<file path="config.mk">
export PLATFORM = sky130hd
export DESIGN_NAME = int_ctxt_stack
export DESIGN_NICKNAME = d
export VERILOG_FILES = /design/src/ctxt_pkg.sv /design/src/stack_bus_if.sv /design/src/int_event_ctrl.sv /design/src/ctxt_stack_lane.sv /design/src/ctxt_restore.sv /design/src/int_ctxt_stack.sv
export SDC_FILE = /design/constraint.sdc
export NUM_CORES = 2
export LEC_CHECK = 0
export BUFFER_PORTS_ARGS = -buffer_cell sky130_fd_sc_hd__buf_4
export CORE_AREA = 5 5 388 390
export CTS_CLUSTER_DIAMETER = 120
export DETAILED_ROUTE_END_ITERATION = 8
export DIE_AREA = 0 0 393 395
export GPL_ROUTABILITY_DRIVEN = 0
export PLACE_DENSITY = 0.79
export SLEW_MARGIN = 20
export SYNTH_ARGS = -nofsm -noshare
export SYNTH_HDL_FRONTEND = slang
export SYNTH_SLANG_ARGS = --single-unit
</file>
<file path="constraint.sdc">
create_clock -name clk -period 37.2 [get_ports clk]
set_input_delay 7.44 -clock clk [delete_from_list [all_inputs] [get_ports clk]]
set_output_delay 7.44 -clock clk [all_outputs]
set_load 0.03 [all_outputs]
</file>
<file path="src/ctxt_pkg.sv">
`default_nettype none

package ctxt_pkg;

    // ==============================
    // widths
    // ==============================
    localparam int ADDR_WIDTH = 16;   // return and context address
    localparam int DATA_WIDTH = 16;   // bit counter and mask
    localparam int PASS_WIDTH = 3;
    localparam int CF_WIDTH   = 128;  // the C/F register
    localparam int LANE_WIDTH = 16;
    localparam int NUM_LANES  = 13;

    // 199 bits of fields, so 9 bits of padding fill the 208-bit word
    localparam int PAD_WIDTH  = NUM_LANES * LANE_WIDTH
                              - 2 * ADDR_WIDTH - 2 * DATA_WIDTH
                              - PASS_WIDTH - CF_WIDTH - 4;

    // ==============================
    // context word
    // ==============================
    typedef struct packed {
        logic [PAD_WIDTH-1:0]  pad;
        logic [ADDR_WIDTH-1:0] ret_addr;
        logic [ADDR_WIDTH-1:0] ctxt_addr;
        logic [DATA_WIDTH-1:0] bit_cnt;
        logic [PASS_WIDTH-1:0] pass;
        logic [DATA_WIDTH-1:0] mask;
        logic [CF_WIDTH-1:0]   c_f;
        logic                  key_a;
        logic                  key_b;
        logic                  key_c;
        logic                  key_f;
    } ctxt_fields_t;

    // fields view for the processor side, lane view for the stack memory
    typedef union packed {
        ctxt_fields_t                          fields;
        logic [NUM_LANES-1:0][LANE_WIDTH-1:0]  lanes;
    } ctxt_word_u;

endpackage

`default_nettype wire

</file>
<file path="src/stack_bus_if.sv">
`timescale 1ns/10ps
`default_nettype none

interface stack_bus_if
#(
    parameter int STACK_DEPTH = 8
);
    import ctxt_pkg::*;

    localparam int PTR_WIDTH = (STACK_DEPTH > 1) ? $clog2(STACK_DEPTH) : 1;

    logic                 push;     // write wr_word at ptr
    logic                 pop;      // register the entry at ptr
    logic [PTR_WIDTH-1:0] ptr;
    ctxt_word_u           wr_word;

    modport ctrl
    (
        output push,
        output pop,
        output ptr,
        output wr_word
    );

    modport lane
    (
        input  push,
        input  pop,
        input  ptr,
        input  wr_word
    );

endinterface

`default_nettype wire

</file>
<file path="src/int_event_ctrl.sv">
`timescale 1ns/10ps
`default_nettype none

module int_event_ctrl
#(
    parameter int STACK_DEPTH = 8
)
(
    input  wire                                 clk,
    input  wire                                 rst,
    input  wire                                 int_set,
    input  wire                                 ret_valid,
    input  ctxt_pkg::ctxt_word_u                wr_word,
    stack_bus_if.ctrl                           bus,
    output logic                                rd_valid,
    output logic [$clog2(STACK_DEPTH+1)-1:0]    level,
    output logic                                stack_err
);
    import ctxt_pkg::*;

    localparam int LVL_WIDTH = $clog2(STACK_DEPTH + 1);
    localparam int PTR_WIDTH = (STACK_DEPTH > 1) ? $clog2(STACK_DEPTH) : 1;

    logic                 int_q;
    logic                 ret_q;
    logic                 int_rise;
    logic                 ret_rise;
    logic [LVL_WIDTH-1:0] lvl_next;
    logic [LVL_WIDTH-1:0] lvl_dec;
    logic                 full;
    logic                 empty;
    logic                 do_push;
    logic                 do_pop;

    // ==============================
    // strobe edges and priority
    // ==============================
    assign int_rise = int_set & ~int_q;
    assign ret_rise = ret_valid & ~ret_q;

    // level as it stands after this edge, so a strobe still in flight is counted
    always_comb
    begin
        lvl_next = level;
        if (bus.push)
        begin
            lvl_next = level + 1'b1;
        end
        else if (bus.pop)
        begin
            lvl_next = level - 1'b1;
        end
    end

    assign lvl_dec = lvl_next - 1'b1;
    assign full    = (lvl_next == LVL_WIDTH'(STACK_DEPTH));
    assign empty   = (lvl_next == '0);

    assign do_push = int_rise & ~full;
    assign do_pop  = ret_rise & ~int_rise & ~empty;  // interrupt wins over return

    // ==============================
    // pointer, level and error
    // ==============================
    always_ff @(posedge clk or negedge rst)
    begin
        if (!rst)
        begin
            int_q     <= 1'b0;
            ret_q     <= 1'b0;
            bus.push  <= 1'b0;
            bus.pop   <= 1'b0;
            bus.ptr   <= '0;
            rd_valid  <= 1'b0;
            level     <= '0;
            stack_err <= 1'b0;
        end
        else
        begin
            int_q    <= int_set;
            ret_q    <= ret_valid;
            bus.push <= do_push;
            bus.pop  <= do_pop;
            rd_valid <= bus.pop;  // lanes hold the popped entry one cycle after pop
            level    <= lvl_next;
            if (do_push)
            begin
                bus.ptr <= lvl_next[PTR_WIDTH-1:0];
            end
            else if (do_pop)
            begin
                bus.ptr <= lvl_dec[PTR_WIDTH-1:0];
            end
            // sticky until reset
            if ((int_rise && full) || (ret_rise && !int_rise && empty))
            begin
                stack_err <= 1'b1;
            end
        end
    end

    // the context is captured at the same edge that sees the interrupt rise
    always_ff @(posedge clk)
    begin
        if (do_push)
        begin
            bus.wr_word <= wr_word;
        end
    end

endmodule

`default_nettype wire

</file>
<file path="src/ctxt_stack_lane.sv">
`timescale 1ns/10ps
`default_nettype none

module ctxt_stack_lane
#(
    parameter int STACK_DEPTH = 8,
    parameter int LANE_IDX    = 0
)
(
    input  wire                               clk,
    input  wire                               rst,
    stack_bus_if.lane                         bus,
    output logic [ctxt_pkg::LANE_WIDTH-1:0]   rd_data
);
    import ctxt_pkg::*;

    // this lane's slice of every stack entry
    logic [LANE_WIDTH-1:0] mem [STACK_DEPTH];
    logic [LANE_WIDTH-1:0] wr_slice;

    assign wr_slice = bus.wr_word.lanes[LANE_IDX];

    always_ff @(posedge clk)
    begin
        if (bus.push)
        begin
            mem[bus.ptr] <= wr_slice;
        end
    end

    // ==============================
    // read port
    // ==============================
    always_ff @(posedge clk or negedge rst)
    begin
        if (!rst)
        begin
            rd_data <= '0;
        end
        else if (bus.pop)
        begin
            rd_data <= mem[bus.ptr];  // ptr already points at the newest entry
        end
    end

endmodule

`default_nettype wire

</file>
<file path="src/ctxt_restore.sv">
`timescale 1ns/10ps
`default_nettype none

module ctxt_restore
(
    input  wire                                 clk,
    input  wire                                 rst,
    input  wire                                 rd_valid,
    input  ctxt_pkg::ctxt_word_u                rd_word,
    output logic                                ctxt_rdy,
    output logic [ctxt_pkg::ADDR_WIDTH-1:0]     ret_addr_ret,
    output logic [ctxt_pkg::ADDR_WIDTH-1:0]     ctxt_addr_ret,
    output logic [ctxt_pkg::DATA_WIDTH-1:0]     tmp_bit_cnt_ret,
    output logic [ctxt_pkg::PASS_WIDTH-1:0]     tmp_pass_ret,
    output logic [ctxt_pkg::DATA_WIDTH-1:0]     tmp_mask_ret,
    output logic [ctxt_pkg::CF_WIDTH-1:0]       tmp_c_f_ret,
    output logic                                tmp_key_a_ret,
    output logic                                tmp_key_b_ret,
    output logic                                tmp_key_c_ret,
    output logic                                tmp_key_f_ret
);
    import ctxt_pkg::*;

    ctxt_fields_t fld;

    assign fld = rd_word.fields;

    always_ff @(posedge clk or negedge rst)
    begin
        if (!rst)
        begin
            ctxt_rdy        <= 1'b0;
            ret_addr_ret    <= '0;
            ctxt_addr_ret   <= '0;
            tmp_bit_cnt_ret <= '0;
            tmp_pass_ret    <= '0;
            tmp_mask_ret    <= '0;
            tmp_c_f_ret     <= '0;
            tmp_key_a_ret   <= 1'b0;
            tmp_key_b_ret   <= 1'b0;
            tmp_key_c_ret   <= 1'b0;
            tmp_key_f_ret   <= 1'b0;
        end
        else
        begin
            ctxt_rdy <= rd_valid;  // rd_valid lasts one cycle and so does ctxt_rdy
            if (rd_valid)
            begin
                ret_addr_ret    <= fld.ret_addr;
                ctxt_addr_ret   <= fld.ctxt_addr;
                tmp_bit_cnt_ret <= fld.bit_cnt;
                tmp_pass_ret    <= fld.pass;
                tmp_mask_ret    <= fld.mask;
                tmp_c_f_ret     <= fld.c_f;
                tmp_key_a_ret   <= fld.key_a;
                tmp_key_b_ret   <= fld.key_b;
                tmp_key_c_ret   <= fld.key_c;
                tmp_key_f_ret   <= fld.key_f;
            end
        end
    end

endmodule

`default_nettype wire

</file>
<file path="src/int_ctxt_stack.sv">
`timescale 1ns/10ps
`default_nettype none

module int_ctxt_stack
#(
    parameter int STACK_DEPTH = 8
)
(
    input  wire                                 clk,
    input  wire                                 rst,

    // processor side, save
    input  wire                                 int_set,
    input  wire                                 ret_valid,
    input  wire [ctxt_pkg::ADDR_WIDTH-1:0]      ret_addr,
    input  wire [ctxt_pkg::ADDR_WIDTH-1:0]      ctxt_addr,
    input  wire [ctxt_pkg::DATA_WIDTH-1:0]      tmp_bit_cnt,
    input  wire [ctxt_pkg::PASS_WIDTH-1:0]      tmp_pass,
    input  wire [ctxt_pkg::DATA_WIDTH-1:0]      tmp_mask,
    input  wire [ctxt_pkg::CF_WIDTH-1:0]        tmp_c_f,
    input  wire                                 tmp_key_a,
    input  wire                                 tmp_key_b,
    input  wire                                 tmp_key_c,
    input  wire                                 tmp_key_f,

    // processor side, restore
    output wire                                 ctxt_rdy,
    output wire [ctxt_pkg::ADDR_WIDTH-1:0]      ret_addr_ret,
    output wire [ctxt_pkg::ADDR_WIDTH-1:0]      ctxt_addr_ret,
    output wire [ctxt_pkg::DATA_WIDTH-1:0]      tmp_bit_cnt_ret,
    output wire [ctxt_pkg::PASS_WIDTH-1:0]      tmp_pass_ret,
    output wire [ctxt_pkg::DATA_WIDTH-1:0]      tmp_mask_ret,
    output wire [ctxt_pkg::CF_WIDTH-1:0]        tmp_c_f_ret,
    output wire                                 tmp_key_a_ret,
    output wire                                 tmp_key_b_ret,
    output wire                                 tmp_key_c_ret,
    output wire                                 tmp_key_f_ret,

    output wire [$clog2(STACK_DEPTH+1)-1:0]     stack_level,
    output wire                                 stack_err
);
    import ctxt_pkg::*;

    wire ctxt_word_u            wr_word;
    wire ctxt_word_u            rd_word;
    wire [LANE_WIDTH-1:0]       rd_slice [NUM_LANES];
    wire                        rd_valid;

    stack_bus_if #(.STACK_DEPTH(STACK_DEPTH)) bus ();

    // ==============================
    // context word packing
    // ==============================
    assign wr_word.fields = '{
        pad:       '0,
        ret_addr:  ret_addr,
        ctxt_addr: ctxt_addr,
        bit_cnt:   tmp_bit_cnt,
        pass:      tmp_pass,
        mask:      tmp_mask,
        c_f:       tmp_c_f,
        key_a:     tmp_key_a,
        key_b:     tmp_key_b,
        key_c:     tmp_key_c,
        key_f:     tmp_key_f
    };

    int_event_ctrl #(.STACK_DEPTH(STACK_DEPTH)) u_ctrl
    (
        .clk       (clk),
        .rst       (rst),
        .int_set   (int_set),
        .ret_valid (ret_valid),
        .wr_word   (wr_word),
        .bus       (bus.ctrl),
        .rd_valid  (rd_valid),
        .level     (stack_level),
        .stack_err (stack_err)
    );

    // ==============================
    // stack lanes
    // ==============================
    genvar g;
    generate
        for (g = 0; g < NUM_LANES; g = g + 1)
        begin : g_lane
            ctxt_stack_lane
            #(
                .STACK_DEPTH (STACK_DEPTH),
                .LANE_IDX    (g)
            ) u_lane
            (
                .clk     (clk),
                .rst     (rst),
                .bus     (bus.lane),
                .rd_data (rd_slice[g])
            );

            assign rd_word.lanes[g] = rd_slice[g];  // lane g owns bits [16g+15:16g]
        end
    endgenerate

    ctxt_restore u_restore
    (
        .clk             (clk),
        .rst             (rst),
        .rd_valid        (rd_valid),
        .rd_word         (rd_word),
        .ctxt_rdy        (ctxt_rdy),
        .ret_addr_ret    (ret_addr_ret),
        .ctxt_addr_ret   (ctxt_addr_ret),
        .tmp_bit_cnt_ret (tmp_bit_cnt_ret),
        .tmp_pass_ret    (tmp_pass_ret),
        .tmp_mask_ret    (tmp_mask_ret),
        .tmp_c_f_ret     (tmp_c_f_ret),
        .tmp_key_a_ret   (tmp_key_a_ret),
        .tmp_key_b_ret   (tmp_key_b_ret),
        .tmp_key_c_ret   (tmp_key_c_ret),
        .tmp_key_f_ret   (tmp_key_f_ret)
    );

endmodule

`default_nettype wire

</file>
# --- Yosys cells after proc, flatten, opt, wreduce, memory -nomap -nowiden ---
# Memories as Yosys holds them, arrays and structs flattened. A register that Yosys moved wholly into a read port is not among the register bits.
# Cells that the tools add are included.
classes:
  addsub: 3
  mul: 0
  div_mod_pow: 0
  magnitude_cmp: 0
  eq_ne: 1
  shifts: 0
  muxes: 6
  bitwise_logic: 10
  reduce_logical: 20
ops:
  columns: ["operator", "count"]
  rows:
  - ["$logic_not 1->1", 14]
  - ["$mux 4", 2]
  - ["$mux 3", 2]
  - ["$and 1x1->1", 5]
  - ["$not 1->1", 5]
  - ["$add 4x1->4 const B", 1]
  - ["$eq 4x4->1 const B", 1]
  - ["$logic_not 4->1", 1]
  - ["$sub 4x1->4 const B", 1]
  - ["$logic_and 1x1->1", 3]
  - ["$sub 3x1->3 const B", 1]
  - ["$mux 1", 2]
  - ["$reduce_bool 2->1", 1]
  - ["$logic_or 1x1->1", 1]
word_totals:
  reg_bits: 412
  latchBits: 0
  ram_bits: 1592
  rom_bits: 0
  in_bits: 203
  output_inout_bits: 205
  elab_cells: 73
  memories: 13
memory_table:
  columns: ["name", "depth", "word_bits", "rd", "rd_clocked_by_memory_dff", "wr", "line", "text"]
  rows:
  - ["g_lane[0].u_lane.mem", 8, 16, 1, 1, 1, "ctxt_stack_lane.sv:18", "logic [LANE_WIDTH-1:0] mem [STACK_DEPTH];"]
  - ["g_lane[10].u_lane.mem", 8, 16, 1, 1, 1, "ctxt_stack_lane.sv:18", null]
  - ["g_lane[11].u_lane.mem", 8, 16, 1, 1, 1, "ctxt_stack_lane.sv:18", null]
  - ["g_lane[1].u_lane.mem", 8, 16, 1, 1, 1, "ctxt_stack_lane.sv:18", null]
  - ["g_lane[2].u_lane.mem", 8, 16, 1, 1, 1, "ctxt_stack_lane.sv:18", null]
  - ["g_lane[3].u_lane.mem", 8, 16, 1, 1, 1, "ctxt_stack_lane.sv:18", null]
  - ["7 more memories", null, null, null, null, null, null, null]

# --- Longest topological paths before layout ---
logic_depth:
  ltp_word: 8
  mapped_depth: 11

# --- Modules after synthesis ---
# From an unflattened synthesis, not the netlist that was laid out.
unflattened:
  hier_cells: 4689
  hier_area_um2: 86792.0
by_module_without_submodules:
  columns: ["mod", "instances", "cells_per_inst", "area_per_inst_um2", "seq_area_each_um2"]
  rows:
  - ["ctxt_stack_lane", 13, 307, 5535.3, 4244.1]
  - ["ctxt_restore", 1, 421, 7818.7, 5004.8]
  - ["int_event_ctrl", 1, 276, 7010.5, 6571.3]
  - ["int_ctxt_stack", 1, 1, 3.8, 0.0]

# --- Worst setup path after synthesis ---
# OpenSTA, ideal clock, no wires.
synth_path:
  kind: "register -> register"
  startpoint: "reg u_ctrl.bus.ptr[2]"
  endpoint: "mem g_lane[0].u_lane.mem[4][0], enable pin"
  setup_time_ns: 1.001
  arrival_ns: 14.643
  required_ns: 36.199
  setup_slack_ns: 21.556
  stages_incl_launch_ff: 6
  n_path_buf: 3
  cell_sequence: "dfrtp_1 > clkbuf_1 > clkbuf_1 > clkbuf_1 > nand2_1 > nor3_1"
synth_rtl:
  columns: ["item", "line", "text"]
  rows:
  - ["start: declaration", "stack_bus_if.sv:21", "output ptr,"]
  - ["start signal: assignment", "int_event_ctrl.sv:88", "bus.ptr <= lvl_next[PTR_WIDTH-1:0];"]
  - ["start signal: assignment", "int_event_ctrl.sv:92", "bus.ptr <= lvl_dec[PTR_WIDTH-1:0];"]
  - ["end: declaration", "ctxt_stack_lane.sv:18", null]
# Straight into the memory's write port.

==> results.yml <==
floorplan:
  ios: 408
  die-height_um: 395
  rows: 141
  floorplan.die.width_um: 393
  starting_density_of_the_core: 0.5465
  core_sq_um: 146800
  die_area_sq_um: 155200
synthesis:
  seq_area_frac_synth: 0.7990
  post_synthesis_area_per_instance_sq_um: 22.00
  netlist_area_sq_um: 80220
  synth.lib_cells_used.distinct: 37
  synth.ff_latch_count: 2203
  synth_warnings: 0
  synthesis.instances: 3647
  synth_fp_nets: 3854
grt:
  overflow: 0
  grt_pass1_vias: 39669
  first_pass_grt_wire_length_um: 255800
  largest_net_degree_at_the_start_of_global_routing: 194
  grt_antenna_before_repair: 6
  globalRouteTotalUtil: 0.2224
finish:
  post_route_cells_drive_above_1_share: 0.3240
  final_cell_mix: "1791 x edfxtp_1, 450 x buf_4, 407 x dfrtp_1"
  final_common_cell: "edfxtp_1"
  area_delta_synth_final_pct: 15.61
  count_of_inserted_antenna_diode_cells: 0
  design_area_sq_um: 92740
  num-nets-final: 4344
clock_network:
  worst_setup_hold_path_clk_slew_ps: 60
  cts.root.buffer_cell: "clkbuf_16"
  clk-insertion-delay-late_ps: 860
  clock_buffer_count_from_cts: 206
  cts_max_level: 4
  post-cts-setup-buffer-count: 0
  clkSinkCount: 2203
  clockBufferDepth: 3
  clock_tree_from_tritoncts: "built"
  cts_resized: 0
  cts-hold-fix-buffers: 0
setup_path:
  startpoint_type: "input port"
  cp-end-kind: "async pin"
  arrival_ps: 10230
  worst-setup-path-type: "in -> async"
  worst-path-max-fanout: 67
  required_ps: 38010
  setup.reg_to_reg.worst_slack_ps: 32790
power:
  p_sw_mw: 2.136
  max-vdd-ir-drop_mv: 0.06980
  power.sequential.fraction: 0.461
  cellPowerDensity_nw_per_um2: 77.91
  switching_share: 0.2956
  internal_power_mw: 5.089
  comb_power_share: 0.241
  p_total_mw: 7.225
  p_leak_nw: 31.88
  clock_network_fraction_of_total_power: 0.298
status:
  status: "completed"
worst_hold_path:
  hold_path_class: "reg -> reg"
drt:
  drt_pass1_iterations: 6
  postRouteAntennaNets: 0
  route.detailed.drc: 0
  vias_per_cell: 5.976
  wirelength_um: 169500
  drt-wirelength-per-cell_um: 27.11
  drt_first_iter_violations: 3795
  dr_total_vias: 37356
sta:
  maxSlewHeadroom: 0.2435
  finalMaxSlewViolations: 0
  rsz0062_at_grt: "no"
  maximum_clock_frequency_ghz: 0.1061
  setup_violations_final: 0
  final.setup_skew_ps: 78.90
  final.min_clock_period_ps: 9423
  final.period_utilization: 0.2533
  totalNegativeSetupSlack_ps: 0
  hold-worst-slack_ps: 456.0
  worst-slew-pin-transition_ps: 1135
  count_of_endpoints_failing_hold_in_the_final_timing_report: 0
placement:
  dpl_cell_area_sq_um: 85570
  port-buffer-count: 407
  hpwl_um: 86380
run:
  maxCapViolations: 0
cells in the mapped netlist:
cell type  number  area [sq um]
a211o_1         1         8.760
a211oi_1        2         15.01
a21oi_1       202          1011
a22o_1          1         8.760
a22oi_1         1         7.510
a31o_2          1         8.760
a41oi_1         1         8.760
and3_1          2         12.51
and3b_1         1         8.760
and4_2          1         10.01
and4b_1         1         10.01
buf_1          25         93.84
buf_2          47         235.2
clkbuf_1      109         409.1
dfrtp_1       412         10310
edfxtp_1     1791         53780
ha_1            4         50.05
inv_1           7         26.28
inv_2           1         3.750
mux2_2        199          2241
mux2i_1       200          2002
mux4_2        398          8964
nand2_1         5         18.77
nand2b_1        4         25.02
nand3b_1        2         15.01
nor2_1        210         788.3
nor2b_1         1         6.260
nor3_1          4         20.02
nor3b_1         1         7.510
o211ai_1        2         15.01
o21a_1          1         7.510
o21ai_0         3         15.01
o22a_2          1         10.01
o311a_1         1         10.01
o41ai_4         1         27.53
or3_1           3         18.77
xnor2_1         1         8.760
final timing paths:
kind | from | end | cells past startpoint
min in group asynchronous | rst | g_lane[1].u_lane.rd_data[2]$_DFFE_PN0P_ | 1
worst max register to register | u_ctrl.bus.ptr[1]$_DFFE_PN0P_ | g_lane[2].u_lane.rd_data[11]$_DFFE_PN0P_ | 6
worst min-delay path | g_lane[10].u_lane.rd_data[9]$_DFFE_PN0P_ | u_restore.ctxt_addr_ret[2]$_DFFE_PN0P_ | 1
max in group clk | int_set | u_ctrl.bus.wr_word[19]$_DFFE_PP_ | 5
worst min register to register | g_lane[10].u_lane.rd_data[9]$_DFFE_PN0P_ | u_restore.ctxt_addr_ret[2]$_DFFE_PN0P_ | 1
worst max-delay path | rst | g_lane[7].u_lane.rd_data[14]$_DFFE_PN0P_ | 4
routing by layer:
layer  up-vias  global-route usage  routed length, um
li1      15714                   -                  -
met1     19794              0.3088              65760
met2      1568              0.3616              84750
met3       276             0.05109              14790
met4         4             0.06108               4142
met5         -                   0                 24
kinds of logic after synthesis:
group / after synthesis / synth area share
AO/OA/AOI/OAI: 218 / 0.01438
flip-flops: 2203 / 0.7990
multiplexers: 797 / 0.1646
adder cells (fa/ha/maj): 4 / 0.0006239
buffers and inverters: 189 / 0.009577
AND/OR/NAND/NOR: 235 / 0.01173
XOR/XNOR: 1 / 0.0001092
critical path, stage by stage:
cell and delay, ps:
buf_8 350, buf_4 690, buf_4 740, buf_4 830
sequential cells by signal, summed over array words and instances, names as in the netlist, 3 cells and up:
signal	cells
u_restore.tmp_bit_cnt_ret	16
u_ctrl.bus.ptr	3
u_ctrl.level	4
u_restore.tmp_mask_ret	16
u_restore.tmp_c_f_ret	128
u_restore.tmp_pass_ret	3
u_restore.ret_addr_ret	16
g_lane.u_lane.rd_data	199
u_ctrl.bus.wr_word	199
u_restore.ctxt_addr_ret	16
g_lane.u_lane.mem	1592
stage by stage:
step	util	instances	setup WS, ps
floorplan	-	3647	21560
global placement	0.5830	5857	26870
detailed placement	0.5830	5857	26820
CTS	0.6315	6249	27670
global route	0.6318	6251	27280
finish	0.6318	6251	27780
final cells by class:
type	count	area [sq um]
clock buffers	287	5749
clock inverters	105	1379
fillers	9421	54040
inverters	8	37.54
multi-input cells	1255	15410
flip-flops and latches	2203	64110
well taps	1930	2415
repair buffers	463	3633
power groups by stage:
stage	clock (mW)	combinational (mW)	sequential, mW
6_report	2.16	1.74	3.33
3_3_place_gp	0	1.71	3.36
4_1_cts	2.19	1.76	3.34
3_5_place_dp	0	1.74	3.38
5_1_grt	2.30	1.87	3.37
2_1_floorplan	0	1.04	3.51
(Power assumes the default switching activity.)
